**config.mk**
```make
export PLATFORM = sky130hd
export DESIGN_NAME = calc_top
export DESIGN_NICKNAME = d
export VERILOG_FILES = /design/src/calc_pkg.sv /design/src/sign_mag_adder.sv /design/src/shift_add_multiplier.sv /design/src/calc_controller.sv /design/src/calc_top.sv
export SDC_FILE = /design/constraint.sdc
export NUM_CORES = 1
export LEC_CHECK = 0
export BUFFER_PORTS_ARGS = -buffer_cell sky130_fd_sc_hd__buf_2
export CORE_ASPECT_RATIO = 2
export CORE_MARGIN = 1.5
export CORE_UTILIZATION = 55
export CTS_BUF_LIST = sky130_fd_sc_hd__clkbuf_16
export CTS_CLUSTER_DIAMETER = 80
export DETAILED_ROUTE_END_ITERATION = 8
export HOLD_SLACK_MARGIN = 0.15
export PLACE_DENSITY_LB_ADDON = 0.1
export SLEW_MARGIN = 40
export SYNTH_ARGS = -nofsm -noshare
export SYNTH_HDL_FRONTEND = slang
export SYNTH_HIERARCHICAL = 1
export SYNTH_SLANG_ARGS = --single-unit
```
**constraint.sdc**
```tcl
create_clock -name clk -period 6.1 [get_ports clk]
set_clock_uncertainty 0.05 [all_clocks]
set_input_delay 0.61 -clock clk [delete_from_list [all_inputs] [get_ports clk]]
set_output_delay 0.61 -clock clk [all_outputs]
set_load 0.01 [all_outputs]
```
**src/calc_pkg.sv**
```systemverilog
// Number format, operator codes and controller states shared by the calculator RTL and testbench
`default_nettype none

package calc_pkg;

    // Word layout
    localparam int NUM_W = 16;
    localparam int MAG_W = NUM_W - 1;

    // Keypad digit width, one BCD digit per key
    localparam int DIGIT_W = 4;

    // One multiplier iteration per magnitude bit
    localparam int MULT_CYCLES = MAG_W;

    // Sign-magnitude number, bit 15 is the sign
    typedef struct packed {
        logic             sign;
        logic [MAG_W-1:0] mag;
    } calc_num_t;

    // Multiplicand used to shift an operand one decimal place
    localparam calc_num_t NUM_TEN = '{sign: 1'b0, mag: MAG_W'(10)};

    // Operator keys, codes 5 to 7 unused
    typedef enum logic [2:0] {
        OP_NONE = 3'd0,
        OP_NEG  = 3'd1,
        OP_ADD  = 3'd2,
        OP_SUB  = 3'd3,
        OP_MUL  = 3'd4
    } calc_op_t;

    // Controller FSM
    typedef enum logic [3:0] {
        ST_ENTRY1,
        ST_WAIT_MUL1,
        ST_ADD_DIGIT1,
        ST_ENTRY2,
        ST_WAIT_MUL2,
        ST_ADD_DIGIT2,
        ST_LAUNCH,
        ST_WAIT_RESULT,
        ST_SHOW_RESULT
    } calc_state_t;

endpackage

`default_nettype wire

```
**src/sign_mag_adder.sv**
```systemverilog
// Two-cycle sign-magnitude adder/subtractor, started by a pulse and answering with a finish pulse
`timescale 1ns/100ps
`default_nettype none

module sign_mag_adder (
    input  logic                clk,
    input  logic                nRST,
    input  calc_pkg::calc_num_t a,
    input  calc_pkg::calc_num_t b,
    input  logic                sub,
    input  logic                start,
    output calc_pkg::calc_num_t result,
    output logic                finish
);

    // First stage, operands with effective sign of b
    logic [calc_pkg::MAG_W-1:0] s1_a_mag;
    logic [calc_pkg::MAG_W-1:0] s1_b_mag;
    logic                       s1_a_sign;
    logic                       s1_b_sign;
    logic                       s1_a_ge_b;
    logic                       s1_valid;

    logic [calc_pkg::MAG_W-1:0] sum_mag;
    logic                       sum_sign;

    always_comb begin
        if (s1_a_sign == s1_b_sign) begin
            // Same sign, wraps modulo 2^15
            sum_mag  = s1_a_mag + s1_b_mag;
            sum_sign = s1_a_sign;
        end else if (s1_a_ge_b) begin
            sum_mag  = s1_a_mag - s1_b_mag;
            sum_sign = s1_a_sign;
        end else begin
            sum_mag  = s1_b_mag - s1_a_mag;
            sum_sign = s1_b_sign;
        end
    end

    always_ff @(posedge clk or negedge nRST) begin
        if (!nRST) begin
            s1_valid <= 1'b0;
            finish   <= 1'b0;
        end else begin
            s1_valid <= start;
            finish   <= s1_valid;
        end
    end

    always_ff @(posedge clk) begin
        if (start) begin
            s1_a_mag  <= a.mag;
            s1_b_mag  <= b.mag;
            s1_a_sign <= a.sign;
            s1_b_sign <= b.sign ^ sub;
            s1_a_ge_b <= (a.mag >= b.mag);
        end
        if (s1_valid) begin
            result.mag  <= sum_mag;
            // Zero is always positive
            result.sign <= sum_sign && (sum_mag != '0);
        end
    end

endmodule

`default_nettype wire

```
**src/shift_add_multiplier.sv**
```systemverilog
// Sequential shift-and-add multiplier for sign-magnitude numbers, product wraps modulo 2^15
`timescale 1ns/100ps
`default_nettype none

module shift_add_multiplier (
    input  logic                clk,
    input  logic                nRST,
    input  calc_pkg::calc_num_t a,
    input  calc_pkg::calc_num_t b,
    input  logic                start,
    output calc_pkg::calc_num_t result,
    output logic                finish
);

    logic                                     busy;
    logic                                     done;
    logic [$clog2(calc_pkg::MULT_CYCLES)-1:0] iter_cnt;

    logic [calc_pkg::MAG_W-1:0] mcand;
    logic [calc_pkg::MAG_W-1:0] mplier;
    logic [calc_pkg::MAG_W-1:0] prod;
    logic                       prod_sign;

    // Iteration control
    always_ff @(posedge clk or negedge nRST) begin
        if (!nRST) begin
            busy     <= 1'b0;
            done     <= 1'b0;
            iter_cnt <= '0;
        end else begin
            done <= 1'b0;
            if (start) begin
                busy     <= 1'b1;
                iter_cnt <= '0;
            end else if (busy) begin
                iter_cnt <= iter_cnt + 1'b1;
                if (int'(iter_cnt) == calc_pkg::MULT_CYCLES - 1) begin
                    busy <= 1'b0;
                    done <= 1'b1;
                end
            end
        end
    end

    // Datapath, one multiplier bit per cycle
    always_ff @(posedge clk) begin
        if (start) begin
            mcand     <= a.mag;
            mplier    <= b.mag;
            prod      <= '0;
            prod_sign <= a.sign ^ b.sign;
        end else if (busy) begin
            if (mplier[0]) begin
                prod <= prod + mcand;
            end
            mcand  <= mcand << 1;
            mplier <= mplier >> 1;
        end
    end

    // Final cycle, sign applied and forced positive on a zero product
    assign result = '{sign: prod_sign && (prod != '0), mag: prod};
    assign finish = done;

endmodule

`default_nettype wire

```
**src/calc_controller.sv**
```systemverilog
// Keypad calculator FSM: builds both operands digit by digit and runs the adder or multiplier
`timescale 1ns/100ps
`default_nettype none

module calc_controller (
    input  logic                          clk,
    input  logic                          nRST,
    input  logic [calc_pkg::DIGIT_W-1:0]  keypad_digit,
    input  logic                          key_read,
    input  calc_pkg::calc_op_t            operator_code,
    input  logic                          equal_key,

    output calc_pkg::calc_num_t           add_a,
    output calc_pkg::calc_num_t           add_b,
    output logic                          add_sub,
    output logic                          add_start,
    input  calc_pkg::calc_num_t           add_result,
    input  logic                          add_finish,

    output calc_pkg::calc_num_t           mul_a,
    output calc_pkg::calc_num_t           mul_b,
    output logic                          mul_start,
    input  calc_pkg::calc_num_t           mul_result,
    input  logic                          mul_finish,

    output calc_pkg::calc_num_t           display,
    output logic                          complete
);

    calc_pkg::calc_state_t state;
    calc_pkg::calc_op_t    op_latched;

    calc_pkg::calc_num_t operand1;
    calc_pkg::calc_num_t operand2;

    logic [calc_pkg::DIGIT_W-1:0] digit;
    logic [calc_pkg::MAG_W-1:0]   digit_ext;

    assign digit_ext = {{(calc_pkg::MAG_W - calc_pkg::DIGIT_W){1'b0}}, digit};

    always_ff @(posedge clk or negedge nRST) begin
        if (!nRST) begin
            state      <= calc_pkg::ST_ENTRY1;
            op_latched <= calc_pkg::OP_NONE;
            operand1   <= '0;
            operand2   <= '0;
            display    <= '0;
            complete   <= 1'b0;
            add_start  <= 1'b0;
            mul_start  <= 1'b0;
        end else begin
            add_start <= 1'b0;
            mul_start <= 1'b0;
            complete  <= 1'b0;

            case (state)
                calc_pkg::ST_ENTRY1: begin
                    if (key_read) begin
                        mul_start <= 1'b1;
                        state     <= calc_pkg::ST_WAIT_MUL1;
                    end else if (operator_code == calc_pkg::OP_NEG) begin
                        operand1.sign <= ~operand1.sign;
                    end else if (operator_code inside {calc_pkg::OP_ADD, calc_pkg::OP_SUB,
                                                       calc_pkg::OP_MUL}) begin
                        op_latched <= operator_code;
                        state      <= calc_pkg::ST_ENTRY2;
                    end
                end

                // Operand times ten, sign kept
                calc_pkg::ST_WAIT_MUL1: begin
                    if (mul_finish) begin
                        operand1.mag <= mul_result.mag;
                        state        <= calc_pkg::ST_ADD_DIGIT1;
                    end
                end

                calc_pkg::ST_ADD_DIGIT1: begin
                    operand1.mag <= operand1.mag + digit_ext;
                    state        <= calc_pkg::ST_ENTRY1;
                end

                calc_pkg::ST_ENTRY2: begin
                    if (equal_key) begin
                        state <= calc_pkg::ST_LAUNCH;
                    end else if (key_read) begin
                        mul_start <= 1'b1;
                        state     <= calc_pkg::ST_WAIT_MUL2;
                    end else if (operator_code == calc_pkg::OP_NEG) begin
                        operand2.sign <= ~operand2.sign;
                    end
                end

                calc_pkg::ST_WAIT_MUL2: begin
                    if (mul_finish) begin
                        operand2.mag <= mul_result.mag;
                        state        <= calc_pkg::ST_ADD_DIGIT2;
                    end
                end

                calc_pkg::ST_ADD_DIGIT2: begin
                    operand2.mag <= operand2.mag + digit_ext;
                    state        <= calc_pkg::ST_ENTRY2;
                end

                calc_pkg::ST_LAUNCH: begin
                    if (op_latched == calc_pkg::OP_MUL) begin
                        mul_start <= 1'b1;
                    end else begin
                        add_start <= 1'b1;
                    end
                    state <= calc_pkg::ST_WAIT_RESULT;
                end

                // Only the launched unit can finish here
                calc_pkg::ST_WAIT_RESULT: begin
                    if (add_finish) begin
                        display  <= add_result;
                        complete <= 1'b1;
                        state    <= calc_pkg::ST_SHOW_RESULT;
                    end else if (mul_finish) begin
                        display  <= mul_result;
                        complete <= 1'b1;
                        state    <= calc_pkg::ST_SHOW_RESULT;
                    end
                end

                // Next calculation starts from zero
                calc_pkg::ST_SHOW_RESULT: begin
                    operand1   <= '0;
                    operand2   <= '0;
                    op_latched <= calc_pkg::OP_NONE;
                    state      <= calc_pkg::ST_ENTRY1;
                end

                default: begin
                    state <= calc_pkg::ST_ENTRY1;
                end
            endcase
        end
    end

    // Operand registers for the units, held until their finish
    always_ff @(posedge clk) begin
        case (state)
            calc_pkg::ST_ENTRY1: begin
                if (key_read) begin
                    digit <= keypad_digit;
                    mul_a <= operand1;
                    mul_b <= calc_pkg::NUM_TEN;
                end
            end

            calc_pkg::ST_ENTRY2: begin
                if (key_read && !equal_key) begin
                    digit <= keypad_digit;
                    mul_a <= operand2;
                    mul_b <= calc_pkg::NUM_TEN;
                end
            end

            calc_pkg::ST_LAUNCH: begin
                add_a   <= operand1;
                add_b   <= operand2;
                add_sub <= (op_latched == calc_pkg::OP_SUB);
                mul_a   <= operand1;
                mul_b   <= operand2;
            end

            default: begin
            end
        endcase
    end

endmodule

`default_nettype wire

```
**src/calc_top.sv**
```systemverilog
// Calculator top level joining the controller to the adder and multiplier
`timescale 1ns/100ps
`default_nettype none

module calc_top (
    input  logic                         clk,
    input  logic                         nRST,
    input  logic [calc_pkg::DIGIT_W-1:0] keypad_digit,
    input  logic                         key_read,
    input  calc_pkg::calc_op_t           operator_code,
    input  logic                         equal_key,
    output calc_pkg::calc_num_t          display,
    output logic                         complete
);

    calc_pkg::calc_num_t add_a;
    calc_pkg::calc_num_t add_b;
    calc_pkg::calc_num_t add_result;
    logic                add_sub;
    logic                add_start;
    logic                add_finish;

    calc_pkg::calc_num_t mul_a;
    calc_pkg::calc_num_t mul_b;
    calc_pkg::calc_num_t mul_result;
    logic                mul_start;
    logic                mul_finish;

    calc_controller i_calc_controller (
        .clk           (clk),
        .nRST          (nRST),
        .keypad_digit  (keypad_digit),
        .key_read      (key_read),
        .operator_code (operator_code),
        .equal_key     (equal_key),
        .add_a         (add_a),
        .add_b         (add_b),
        .add_sub       (add_sub),
        .add_start     (add_start),
        .add_result    (add_result),
        .add_finish    (add_finish),
        .mul_a         (mul_a),
        .mul_b         (mul_b),
        .mul_start     (mul_start),
        .mul_result    (mul_result),
        .mul_finish    (mul_finish),
        .display       (display),
        .complete      (complete)
    );

    sign_mag_adder i_sign_mag_adder (
        .clk    (clk),
        .nRST   (nRST),
        .a      (add_a),
        .b      (add_b),
        .sub    (add_sub),
        .start  (add_start),
        .result (add_result),
        .finish (add_finish)
    );

    // Shared between digit entry and the multiply operation
    shift_add_multiplier i_shift_add_multiplier (
        .clk    (clk),
        .nRST   (nRST),
        .a      (mul_a),
        .b      (mul_b),
        .start  (mul_start),
        .result (mul_result),
        .finish (mul_finish)
    );

endmodule

`default_nettype wire

```
After elaboration in Yosys (flattened, before gate mapping)
Index checks and enable logic that the tools add are counted.

$add $sub $neg: 7. Multiply operators: 0. Equal/unequal tests: 31. Divide/modulo/power cells: 0. Bitwise logic cells: 4. $lt $le $gt $ge: 1. Shift operators: 0. Reduce and logical (&&, ||, !) cells: 26. Multiplexer cells: 60.

Operator list (number): $mux W15 (7); $mux W16 (6); $pmux W16 S3 (2); $pmux W15 S3 (2); $mux W4 (13); $add A15 B15 Y15 (2); $add A15 B4 Y15 (2); $reduce_bool A15 Y1 (2); $sub A15 B15 Y15 (2); $pmux W4 S7 (1); $mux W1 (21); $eq A4 B3 Y1 const B (4); $ge A15 B15 Y1 (1); $eq A4 B2 Y1 const B (3); $ne A2 B1 Y1 const B (6); $reduce_bool A3 Y1 (4); $ne A2 B2 Y1 const B (5); $reduce_bool A2 Y1 (5); $eq A3 B2 Y1 const B (3); $mux W3 (3); $reduce_and A3 Y1 (3); $pmux W4 S2 (1); $reduce_and A2 Y1 (4); $reduce_and A4 Y1 (2); 18 further kinds (25).

Output and inout port bits: 17. Logic and storage cells: 166. Bits in registers: 230. Memories: 0. RAM bits: 0. Memory bits (read-only): 0. Bits in latches: 0. Bits of input ports: 11.

Depth between registers and ports, before layout
Gate-level depths: netlist of the first run.

Depth after elaboration: 6. Gate-level depth with buffers: 12. Gate-level depth less buffers: 12.

Modules after synthesis
Netlist of the first run, hierarchy kept.

Modules (own cells, without submodules): calc_controller (cells each 511, seq. area each 3523.4 µm², instances 1, area each 5915.7 µm²); sign_mag_adder (cells each 423, seq. area each 1521.5 µm², instances 1, area each 4107.7 µm²); shift_add_multiplier (cells each 244, seq. area each 1381.3 µm², instances 1, area each 2852.7 µm²).

Least setup slack after synthesis of the first run
No wires, ideal clock.

Path type: reg-to-reg. From: register i_calc_controller.state[3]. To: register i_calc_controller/mul_a[0] (netlist name). Path buffers: 1. Required time: 5.584 ns. Setup time: 0.466 ns. Arrival: 3.023 ns. Path slack: 2.561 ns. Cell stages (with the launch flop): 4. Period minus slack after synthesis: 3.539 ns. Cells stage by stage: dfrtp_1 nand2b_1 buf_2 o21ai_0.

Word-level cells in the longest chain between the ends: 3. Elaborated cells between the ends (all ways): 7. Classes of those cells: eq/ne (4); reduce/logical (3).

RTL lines: start, declared (line calc_controller.sv:30) `calc_pkg::calc_state_t state;`; start signal, assigned (line calc_controller.sv:43) `state <= calc_pkg::ST_ENTRY1;`; start signal, assigned (line calc_controller.sv:60) `state <= calc_pkg::ST_WAIT_MUL1;`; start signal, assigned (line calc_controller.sv:66) `state <= calc_pkg::ST_ENTRY2;`; $eq A4 B2 Y1 (tied with other cells) (line calc_controller.sv:145) `case (state)`; $ne A2 B1 Y1 (no source line) (tied with other cells); $reduce_and A3 Y1 (no source line) (*).

Mark *: on every way between the ends. The rest lies on a longest branch, timed or not. A chain may end at the register's enable or synchronous reset.

Worst setup path after layout of the first run
From: register i_sign_mag_adder/s1_a_mag[1] in the netlist's numbering. To: register i_sign_mag_adder/result[15] in the netlist's numbering (data pin).

Word-level cells in the longest chain between the ends: 5. Elaborated cells between the ends (all ways): 7. Classes of those cells: add/sub (3); mux (2); reduce/logical (2).

RTL lines: start, declared (line sign_mag_adder.sv:17) `logic [calc_pkg::MAG_W-1:0] s1_a_mag;`; start signal, assigned (line sign_mag_adder.sv:53) `s1_a_mag <= a.mag;`; $sub A15 B15 Y15, on equally long branches (line sign_mag_adder.sv:36, sign_mag_adder.sv:33); $mux W15 (line sign_mag_adder.sv:32) `end else if (s1_a_ge_b) begin`; $mux W15 (*) (line sign_mag_adder.sv:28) `if (s1_a_sign == s1_b_sign) begin`; via i_sign_mag_adder.sum_mag (one bit) (line sign_mag_adder.sv:24) `logic [calc_pkg::MAG_W-1:0] sum_mag;`; $reduce_bool A15 Y1 (*) (line sign_mag_adder.sv:62) `result.sign <= sum_sign && (sum_mag != '0);`; $logic_and A1 B1 Y1 (*) (line sign_mag_adder.sv:62); end, declared (line sign_mag_adder.sv:12) `output calc_pkg::calc_num_t result,`.

Mark *: on every way through the listed nets, which the timed path passes. The rest lies on a longest branch.

==> results.cfg, run 1 <==
[cts]
clock_tree.root_cell = sky130_fd_sc_hd__clkbuf_16
cts.reportedPaths.clkPinSlew_ns = 0.07
clkLatencyLatePin_ns = 0.53
numClockSinks = 230
numCtsBuffers = 22
ctsLongestPathBuffers = 3
cts_tree = done
cts_setup_buffers = 0
clock_tree.htree_level_count = 1

[synthesis]
ys_seq_area_frac = 0.4991
flip_flop_and_latch_count_after_synthesis = 230
cells_after_synthesis = 1178
primary_ff_master_synth = sky130_fd_sc_hd__edfxtp_1
avgSynthCellArea_sq_um = 10.93
synth_enable_flop_cells = 149
total_number_of_yosys_warnings = 6
mappedNetlistArea_sq_mm = 0.01288
synth_cell_types = 91
synthArstFlopShare = 0.2870
mappedNetlistNets = 1280

[grt]
grt_pass1_wl_um = 53690
groute.layer.met2.usage = 0.5746
grt_use_total = 0.2913
first_global_vias = 9355
grt_antenna_before_repair = 0
met1_usage = 0.2861
grtUsageMet3 = 0.02403
top_usage_layer = met2
grt_max_degree = 67
total_congestion_overflow_after_global_routing = 0

[sta]
relative_slew_slack = 0.4478
ratio_of_final_minimum_period_to_clock_period = 0.6281
timing.final.hold_violations = 0
final.min_clock_period_ns = 3.831
worst-slew-pin-transition_ns = 0.8283
max_freq_mhz = 261.0
timing.setup.tns_ns = 0
setup_viol_count_final = 0
slew_violations = 0
rsz0062_at_grt = no

[floorplan]
floorplan.initialDensity = 0.5567
die-height_um = 219.4
die_outline_area_sq_mm = 0.02439
die_x_um = 111.2
floorplan.rows = 79
core_sq_mm = 0.02313
pin_count = 28

[route]
antenna_violating_nets_post_route = 0
via_count = 9334
finalWirelength_um = 35090
detail_route.wl_per_cell_um = 23.58
detail_route.iter0.violations = 497
detail_route.drc_violations = 0
detailedRoute.firstPassIterationCount = 6
avgViaCountPerCell = 6.273

[setup_path]
sort_of_element_at_the_start_of_the_critical_path = flip-flop
worst-path-max-fanout = 4
critPathKind = reg -> reg
endpoint_kind = flip-flop
worst_ep_arrival_time_ns = 4.06
crit_required_ns = 6.33

[power]
ir_worst_vdd_uv = 390.7
leakage_nw = 5.755
p_per_area_mw_per_mm2 = 496.9

[cells_and_area]
fin_area_sq_mm = 0.01397
fraction_of_final_layout_cells_with_drive_strength_greater_than_1 = 0.1237
final_cell_mix = sky130_fd_sc_hd__edfxtp_1, sky130_fd_sc_hd__a21oi_1, sky130_fd_sc_hd__ha_1, sky130_fd_sc_hd__nand2_1, sky130_fd_sc_hd__inv_1
most_common_cell_after_layout_fill_and_taps_aside = sky130_fd_sc_hd__edfxtp_1
antennaDiodeCount = 0
num-nets-final = 1291
nFillCells = 1937
area_growth_pct = 8.473

[job]
max_cap_violations = 0

[place]
place.detailed.hpwl_um = 26590
placed_area_sq_mm = 0.01321
io_buffers = 27
globalplace.congestion = 0.9446

[run_status]
run_status = finished clean

[hold_path]
class_of_the_most_critical_hold_timing_path = in -> reg
## registers in the layout (all words and copies together), names as in the netlist, 16 cells and up
name and cells:
i_calc_controller/add_b 16, i_sign_mag_adder/result 16, i_calc_controller/display 16, i_calc_controller/mul_a 16, i_calc_controller/mul_b 16, i_calc_controller/operand1 16, i_calc_controller/add_a 16, i_calc_controller/operand2 16
## synth_stat cells, drive strengths merged (3+ instances only)
library cell	count	area share
xor2	16	0.011
buf	28	0.012
nor2b	8	0.0039
nand2b	11	0.0053
o21ai	64	0.026
dfxtp	15	0.023
fa	6	0.0093
o21a	5	0.0029
a221oi	5	0.0048
and4	3	0.0020
nor3	19	0.0086
o31ai	7	0.0041
nor2	74	0.022
a21o	18	0.011
edfxtp	149	0.35
nand2	82	0.024
ha	85	0.083
o211ai	16	0.0093
and2	6	0.0030
o21bai	7	0.0041
a21oi	98	0.038
clkbuf	24	0.0078
nand4	14	0.0068
a22oi	3	0.0017
xnor2	22	0.015
o41ai	3	0.0020
or3	8	0.0039
o22a	11	0.0075
a31oi	14	0.0068
nor4	8	0.0049
and3	30	0.015
a32oi	4	0.0033
a221o	3	0.0023
a2111oi	6	0.0060
o22ai	5	0.0029
dfrtp	66	0.13
a211oi	20	0.012
or2	3	0.0015
nor3b	5	0.0029
mux2i	21	0.016
nand3	33	0.013
a41oi	3	0.0020
inv	72	0.021
mux2	45	0.039
## per-stage QoR
| stage | util | total power [mW] | worst slack [ns] | cells | hold WS, ns |
|---|---|---|---|---|---|
| final | 0.6039 | 6.941 | 2.269 | 1488 | 0.2099 |
| after global routing | 0.6039 | 7.324 | 2.099 | 1488 | 0.2049 |
| after CTS | 0.6036 | 6.945 | 2.310 | 1488 | 0.1973 |
| after detailed placement | 0.5712 | 5.540 | 2.323 | 1447 | 0.3901 |
| after global placement | 0.5709 | 5.483 | 2.397 | 1447 | 0.3837 |
| after floorplan | - | 4.673 | 2.561 | 1178 | 0.2644 |
## critical path, cell delays in order, from the launching register on
cell and delay [ns]:
sky130_fd_sc_hd__edfxtp_1 0.43, sky130_fd_sc_hd__inv_1 0.13, sky130_fd_sc_hd__ha_1 0.34, sky130_fd_sc_hd__nor2b_1 0.06
sky130_fd_sc_hd__o311ai_1 0.52, sky130_fd_sc_hd__a21oi_1 0.24, sky130_fd_sc_hd__o22a_1 0.23, sky130_fd_sc_hd__xnor2_1 0.19
sky130_fd_sc_hd__or4_1 0.56, sky130_fd_sc_hd__or4_1 0.57, sky130_fd_sc_hd__o31a_1 0.26
## what timing repair did
item                      4_1_cts  5_1_grt
hold buffers                    1        0
resized for setup               0        0
hold endpoints to repair       66        0
## final cells by class
type	count	area, sq um	share of cell area
flip-flops and latches	230	6429	0.4603
multi-input cells	822	5934	0.4249
clock buffers	22	550.5	0.03942
well taps	283	354.1	0.02535
inverters	74	277.8	0.01989
repair buffers	39	234.0	0.01675
clock inverters	18	187.7	0.01344
## layer usage
| metal | vias to the layer above | share of wire |
|---|---|---|
| li1 | 4394 | - |
| met1 | 4533 | 0.34 |
| met2 | 295 | 0.56 |
| met3 | 112 | 0.034 |
| met4 | 0 | 0.069 |
| met5 | - | 0 |
## power breakdown
| part | switching [mW] | internal [mW] |
|---|---|---|
| logic | 1.60 | 1.09 |
| registers | 0.543 | 2.30 |
| clock network | 0.611 | 0.796 |
| total | 2.75 | 4.19 |
## cell families after synthesis
family,after synthesis,synth area share
AND/OR/NAND/NOR,314,0.1234
multiplexers,66,0.05568
flip-flops,230,0.4991
buffers and inverters,126,0.04169
adder cells (fa/ha/maj),91,0.09193
AO/OA/AOI/OAI,313,0.1624
XOR/XNOR,38,0.02585
## path summary, 6_finish.rpt
kind	endpoint	startpoint	depth (start not counted)	slack [ns]
max	i_sign_mag_adder/result[15]	i_sign_mag_adder/s1_a_mag[1]	10	2.27
min	i_calc_controller/digit[0]	keypad_digit[0]	1	0.21
max reg2reg	i_sign_mag_adder/result[15]	i_sign_mag_adder/s1_a_mag[1]	10	2.27
min reg2reg	i_sign_mag_adder/s1_b_mag[5]	i_calc_controller/add_b[5]	0	0.40
max in group asynchronous	i_calc_controller/mul_start	nRST	2	4.84
min in group asynchronous	i_calc_controller/display[6]	nRST	2	0.62
Note: power is estimated with default switching activity, not from simulation.
==> run 2: changes to the inputs <==
==> constraint.sdc (replaced) <==
create_clock -name clk -period 3.6 [get_ports clk]
set_clock_uncertainty 0.05 [all_clocks]
set_input_delay 0.36 -clock clk [delete_from_list [all_inputs] [get_ports clk]]
set_output_delay 0.36 -clock clk [all_outputs]
set_load 0.01 [all_outputs]
==> run 2 against run 1 <==
Net effect: largest power group unchanged; final cell count rose by 2.4%; sequential power rose by 71%; critical path depth fell by 1; critical path type unchanged; count of clock-buffer cells in the layout fell by 1; combinational power rose by 78%; sequential cell count did not move; die area did not move.
==> results.cfg, run 2 (synthesis results as in run 1) <==
[hold_path]
whs_endpoint = i_calc_controller/mul_start
hold_path_startpoint = key_read
timing.hold.worst_path_depth = 3
class_of_the_most_critical_hold_timing_path = in -> reg

[grt]
first_global_vias = 9781
grt_pass1_wl_um = 56130
grt_antenna_before_repair = 0
grt_use_total = 0.3076
grt_max_degree = 67
total_congestion_overflow_after_global_routing = 0

[cells_and_area]
final-instance-count-excl-fill = 1523
fraction_of_final_layout_cells_with_drive_strength_greater_than_1 = 0.1484
antennaDiodeCount = 0
final_cell_mix = sky130_fd_sc_hd__edfxtp_1, sky130_fd_sc_hd__a21oi_1, sky130_fd_sc_hd__ha_1, sky130_fd_sc_hd__nand2_1, sky130_fd_sc_hd__inv_1
layout.core_utilization = 0.6145
area_growth_pct = 10.38
most_common_cell_after_layout_fill_and_taps_aside = sky130_fd_sc_hd__edfxtp_1
num-nets-final = 1327

[setup_path]
cp_common_cell = sky130_fd_sc_hd__or4_1
cp_cell_sequence = ha_2, nand2_1, a211oi_1, o32ai_2, o22a_1, xnor2_1, or4_1, or4_1, o31a_1
timing.critical_path.from = i_sign_mag_adder/s1_b_mag[3]
timing.reg2reg.worst_path_depth = 9
r2r_setup_slack_ns = 0.12
path_buf_inv = 0
crit_path_top_delay_cell = sky130_fd_sc_hd__or4_1
cpLargestDelayFamily = simple AND/OR/NAND/NOR gates
crit_required_ns = 3.82
slowest_delay_ns = 0.53
worst-path-max-fanout = 5
r2r_start = i_sign_mag_adder/s1_b_mag[3]
endpoint_kind = flip-flop
sort_of_element_at_the_start_of_the_critical_path = flip-flop
critPathKind = reg -> reg
r2r-end = i_sign_mag_adder/result[15]
worst_ep_arrival_time_ns = 3.70

[floorplan]
core_sq_mm = 0.02313
floorplan.initialDensity = 0.5567
die-height_um = 219.4
pin_count = 28
die_x_um = 111.2
floorplan.rows = 79
die_outline_area_sq_mm = 0.02439

[cts]
numCtsBuffers = 21
clock_tree.htree_level_count = 1
numClockSinks = 230
cts_tree = done
clkLatencyLatePin_ns = 0.52
clock_tree.root_cell = sky130_fd_sc_hd__clkbuf_16
ctsLongestPathBuffers = 3
cts_setup_buffers = 0
cts.reportedPaths.clkPinSlew_ns = 0.07

[sta]
timing.setup.tns_ns = 0
max_freq_mhz = 287.2
timing.final.hold_violations = 0
layout_setup_ws_ns = 0.1175
slew_violations = 0
rsz0062_at_grt = no
final.min_clock_period_ns = 3.482
ratio_of_final_minimum_period_to_clock_period = 0.9674
final.hold.worst_slack_ns = 0.1980
relative_slew_slack = 0.4595
setup_viol_count_final = 0
worst-slew-pin-transition_ns = 0.8107

[route]
drt-met1-wl_um = 12140
wl_met2_um = 20640
avgViaCountPerCell = 6.232
topRoutingLayerUsed = met4
met3RoutedLength_um = 1295
antenna_violating_nets_post_route = 0
detail_route.drc_violations = 0
detail_route.iter0.violations = 529
detail_route.wl_per_cell_um = 24.19
finalWirelength_um = 36840
via_count = 9491
detailedRoute.firstPassIterationCount = 5

[run_status]
run_status = finished clean

[power]
leakage_nw = 5.908
p_per_area_mw_per_mm2 = 827.1
ir_worst_vdd_uv = 650.0

[place]
globalplace.congestion = 1.005
io_buffers = 27
place.detailed.hpwl_um = 28200
placed_cells = 1477
placement.setup.worst_slack_ns = -0.08992

[job]
max_cap_violations = 0
run 2: timing repair:
action | 4_1_cts | 5_1_grt
setup endpoints to repair | 1 | 1
hold buffers | 8 | 0
hold endpoints to repair | 73 | 0
resized for setup | 1 | 12
run 2: per-stage QoR:
step	power, mW	instance area (sq um)
6_report	11.76	14210
5_1_grt	12.44	14210
4_1_cts	11.73	14150
3_5_place_dp	9.596	13440
3_3_place_gp	9.514	13430
2_1_floorplan	7.918	12880
run 2: layout make-up:
type                            count  area, sq um
Fill cell                        1934         8917
Sequential cell                   230         6427
Multi-Input combinational cell    822         5988
Timing Repair Buffer               76        529.3
Clock buffer                       21        525.5
Tap cell                          283        354.1
Inverter                           74        277.8
Clock inverter                     17        110.1
run 2: metal layers:
metal / up-vias / global-route usage
li1: 4450 / -
met1: 4641 / 0.2893
met2: 287 / 0.6094
met3: 113 / 0.03231
met4: 0 / 0.2097
met5: - / 0
run 2: how the worst max path moves through the flow:
stage                                        endpoint  slack (ns)  cells past startpoint
after floorplan            i_calc_controller/mul_a[0]        0.06                      3
after global placement    i_sign_mag_adder/result[15]        0.06                     12
after detailed placement  i_sign_mag_adder/result[15]       -0.09                      9
after CTS                 i_sign_mag_adder/result[15]       0.008                      9
after global routing      i_sign_mag_adder/result[15]      0.0005                     12
final                     i_sign_mag_adder/result[15]        0.12                      9
run 2: power breakdown:
part / switching, mW / total [mW] / leakage [nW] / internal [mW]
clock: 0.971 / 2.11 / 0.337 / 1.14
combinational: 2.79 / 4.78 / 3.17 / 1.99
sequential: 0.967 / 4.87 / 2.40 / 3.90
total: 4.72 / 11.8 / 5.91 / 7.03
run 2: tightest hold or removal path, cell delays in order:
cell and delay [ns]:
sky130_fd_sc_hd__buf_2 0.15, sky130_fd_sc_hd__nand2_1 0.14, sky130_fd_sc_hd__nand2_1 0.08
==> run 3: changes to the inputs <==
--- a/config.mk
+++ b/config.mk
@@ -5,6 +5,7 @@
 export SDC_FILE = /design/constraint.sdc
 export NUM_CORES = 1
 export LEC_CHECK = 0
+export ABC_AREA = 1
 export BUFFER_PORTS_ARGS = -buffer_cell sky130_fd_sc_hd__buf_2
 export CORE_ASPECT_RATIO = 2
 export CORE_MARGIN = 1.5
@@ -14,6 +15,7 @@
 export DETAILED_ROUTE_END_ITERATION = 8
 export HOLD_SLACK_MARGIN = 0.15
 export PLACE_DENSITY_LB_ADDON = 0.1
+export SKIP_CTS_REPAIR_TIMING = 1
 export SLEW_MARGIN = 40
 export SYNTH_ARGS = -nofsm -noshare
 export SYNTH_HDL_FRONTEND = slang
==> run 3 against run 2 <==
Net effect: maximum frequency increased by 11%; via count up 22%; final cell count up 36%; sequential power up 3%; total power is 8.4% higher; critical path depth grew 5; first-iteration DRC count increased by 49%; setup slack better by 0.33 ns; sequential cell count stayed put; critical endpoint unchanged; largest power group is now combinational logic.
==> results.cfg, run 3 <==
[run_status]
run_status = finished clean

[sta]
worst-slew-pin-transition_ns = 0.9149
final.min_clock_period_ns = 3.148
slew_violations = 0
max_freq_mhz = 317.6
rsz0062_at_grt = no
ratio_of_final_minimum_period_to_clock_period = 0.8745
layout_setup_ws_ns = 0.4517
setup_viol_count_final = 0
timing.final.hold_violations = 0
relative_slew_slack = 0.3821
timing.setup.tns_ns = 0

[power]
p_per_area_mw_per_mm2 = 858.8
power_report.internal_total_mw = 6.947
power.share.sequential = 0.393
combPwrFrac = 0.448
netSwitchingFraction = 0.4548
net-switching-power_mw = 5.796
ir_worst_vdd_uv = 762.4
leakage_nw = 7.246
clkPwrFrac = 0.159

[synthesis]
mappedNetlistArea_sq_mm = 0.01374
synth_enable_flop_cells = 149
avgSynthCellArea_sq_um = 8.097
netlist.top_cell.by_area = sky130_fd_sc_hd__edfxtp_1
top_post_synthesis_cells_by_area = sky130_fd_sc_hd__edfxtp_1, sky130_fd_sc_hd__nand2_1, sky130_fd_sc_hd__dfrtp_1
flip_flop_and_latch_count_after_synthesis = 230
cells_after_synthesis = 1697
synthArstFlopShare = 0.2870
yosysTopAreaCellShare = 0.3256
total_number_of_yosys_warnings = 6
synth_cell_types = 51
synthTopCellsByCount = sky130_fd_sc_hd__nand2_1, sky130_fd_sc_hd__inv_1, sky130_fd_sc_hd__edfxtp_1, sky130_fd_sc_hd__nand3_1, sky130_fd_sc_hd__nor2_1
synth.most_common_cell = sky130_fd_sc_hd__nand2_1
primary_ff_master_synth = sky130_fd_sc_hd__edfxtp_1
mappedNetlistNets = 1799
ys_seq_area_frac = 0.4677

[cts]
numCtsBuffers = 21
cts_tree = done
numClockSinks = 230
cts.reportedPaths.clkPinSlew_ns = 0.07
clock_tree.root_cell = sky130_fd_sc_hd__clkbuf_16
clock_tree.htree_level_count = 1
ctsLongestPathBuffers = 3
clkLatencyLatePin_ns = 0.51

[route]
wl_met2_um = 22370
topRoutingLayerUsed = met4
finalWirelength_um = 41280
avgViaCountPerCell = 5.588
detail_route.iter0.violations = 790
detail_route.wl_per_cell_um = 19.94
met3RoutedLength_um = 1596
detail_route.drc_violations = 0
drt-met1-wl_um = 13680
antenna_violating_nets_post_route = 0
detailedRoute.firstPassIterationCount = 6
via_count = 11570

[floorplan]
floorplan.initialDensity = 0.5602
die_outline_area_sq_mm = 0.02600
floorplan.rows = 81
core_sq_mm = 0.02453
die_x_um = 114.8
pin_count = 28
die-height_um = 226.5

[setup_path]
endpoint_kind = flip-flop
timing.critical_path.from = i_sign_mag_adder/s1_a_mag[10]
r2r_start = i_sign_mag_adder/s1_a_mag[10]
worst_ep_arrival_time_ns = 3.34
sort_of_element_at_the_start_of_the_critical_path = flip-flop
crit_required_ns = 3.80
worst-path-max-fanout = 8
critPathKind = reg -> reg

[hold_path]
hold_path_startpoint = key_read
class_of_the_most_critical_hold_timing_path = in -> reg

[cells_and_area]
final_cell_mix = sky130_fd_sc_hd__nand2_1, sky130_fd_sc_hd__inv_1, sky130_fd_sc_hd__edfxtp_1, sky130_fd_sc_hd__nand3_1, sky130_fd_sc_hd__nor2_1
final-instance-count-excl-fill = 2070
num-nets-final = 1826
area_growth_pct = 7.995
most_common_cell_after_layout_fill_and_taps_aside = sky130_fd_sc_hd__nand2_1
antennaDiodeCount = 0
fraction_of_final_layout_cells_with_drive_strength_greater_than_1 = 0.07652

[place]
io_buffers = 27
globalplace.congestion = 1.005
placed_cells = 2025
placement.setup.worst_slack_ns = 0.7950
place.detailed.hpwl_um = 31350

[grt]
grt_antenna_before_repair = 0
grt_max_degree = 43
grt_pass1_wl_um = 63470
total_congestion_overflow_after_global_routing = 0
grt_use_total = 0.3291
first_global_vias = 11810

[job]
max_cap_violations = 0
## run 3: cell count changes after synthesis, moves of 17 or more
cell / before / now
sky130_fd_sc_hd__nand2_1: 81 / 533
sky130_fd_sc_hd__inv_1: 71 / 227
sky130_fd_sc_hd__nand3_1: 33 / 131
sky130_fd_sc_hd__nor2_1: 73 / 127
sky130_fd_sc_hd__mux2_2: 45 / 0
sky130_fd_sc_hd__o21ai_0: 54 / 84
sky130_fd_sc_hd__and3_1: 28 / 0
sky130_fd_sc_hd__mux2i_1: 21 / 0
sky130_fd_sc_hd__xnor2_1: 22 / 1
sky130_fd_sc_hd__a21oi_1: 97 / 79
sky130_fd_sc_hd__a211oi_1: 19 / 2
## run 3: worst max-delay path: stages (launching register included)
cell	delay (ns)
sky130_fd_sc_hd__edfxtp_1	0.38
sky130_fd_sc_hd__inv_1	0.06
sky130_fd_sc_hd__ha_1	0.44
sky130_fd_sc_hd__nand2_1	0.19
sky130_fd_sc_hd__inv_1	0.09
sky130_fd_sc_hd__nand2_1	0.29
sky130_fd_sc_hd__inv_1	0.10
sky130_fd_sc_hd__a21oi_1	0.55
sky130_fd_sc_hd__nand2_1	0.10
sky130_fd_sc_hd__nand3_1	0.18
sky130_fd_sc_hd__nand3_1	0.10
sky130_fd_sc_hd__nand2_1	0.11
sky130_fd_sc_hd__nand3_1	0.08
sky130_fd_sc_hd__nor2_1	0.11
sky130_fd_sc_hd__nor2_1	0.05
## run 3: power by group through the flow
| stage | clock [mW] | combinational (mW) | sequential (mW) |
|---|---|---|---|
| final | 2.03 | 5.71 | 5.00 |
| after global routing | 2.16 | 6.39 | 5.09 |
| after CTS | 2.08 | 5.63 | 4.98 |
| after detailed placement | 0 | 5.59 | 5.03 |
| after global placement | 0 | 5.52 | 5.01 |
| after floorplan | 0 | 4.11 | 4.69 |
## run 3: metal layers
layer	up-vias	global-route usage
li1	5551	-
met1	5456	0.3074
met2	379	0.6268
met3	182	0.04651
met4	0	0.2501
met5	-	0
## run 3: cells by family after synthesis
kind of cell | Yosys count | synth area share
buffers and inverters | 289 | 0.08732
AO/OA/AOI/OAI | 216 | 0.08887
AND/OR/NAND/NOR | 861 | 0.2636
flip-flops | 230 | 0.4677
XOR/XNOR | 10 | 0.006375
adder cells (fa/ha/maj) | 91 | 0.08614
## run 3: path summary, 6_finish.rpt
check	endpoint	slack [ns]	depth (start not counted)
max	i_sign_mag_adder/result[15]	0.45	14
min reg2reg	i_sign_mag_adder/s1_b_mag[11]	0.40	0
min	i_calc_controller/mul_start	0.16	3
max in group asynchronous	i_calc_controller/display[9]	2.25	4
min in group asynchronous	i_calc_controller/op_latched[2]	0.27	2
max reg2reg	i_sign_mag_adder/result[15]	0.45	14
## run 3: area by class of cell
class / instances / area [sq um]
Clock buffer: 21 / 525.5
Clock inverter: 16 / 71.32
Fill cell: 2292 / 9687
Inverter: 244 / 919.6
Multi-Input combinational cell: 1178 / 6141
Sequential cell: 230 / 6426
Tap cell: 332 / 415.4
Timing Repair Buffer: 49 / 340.3
## run 3: per-stage QoR
step | area (sq um) | power [mW] | hold slack, ns | util
global placement | 14130 | 10.53 | 0.3814 | 0.5763
finish | 14840 | 12.74 | 0.1601 | 0.6050
floorplan | 13760 | 8.803 | 0.01441 | -
global route | 14840 | 13.65 | 0.2024 | 0.6050
detailed placement | 14160 | 10.62 | 0.2681 | 0.5774
CTS | 14760 | 12.69 | -0.2779 | 0.6018
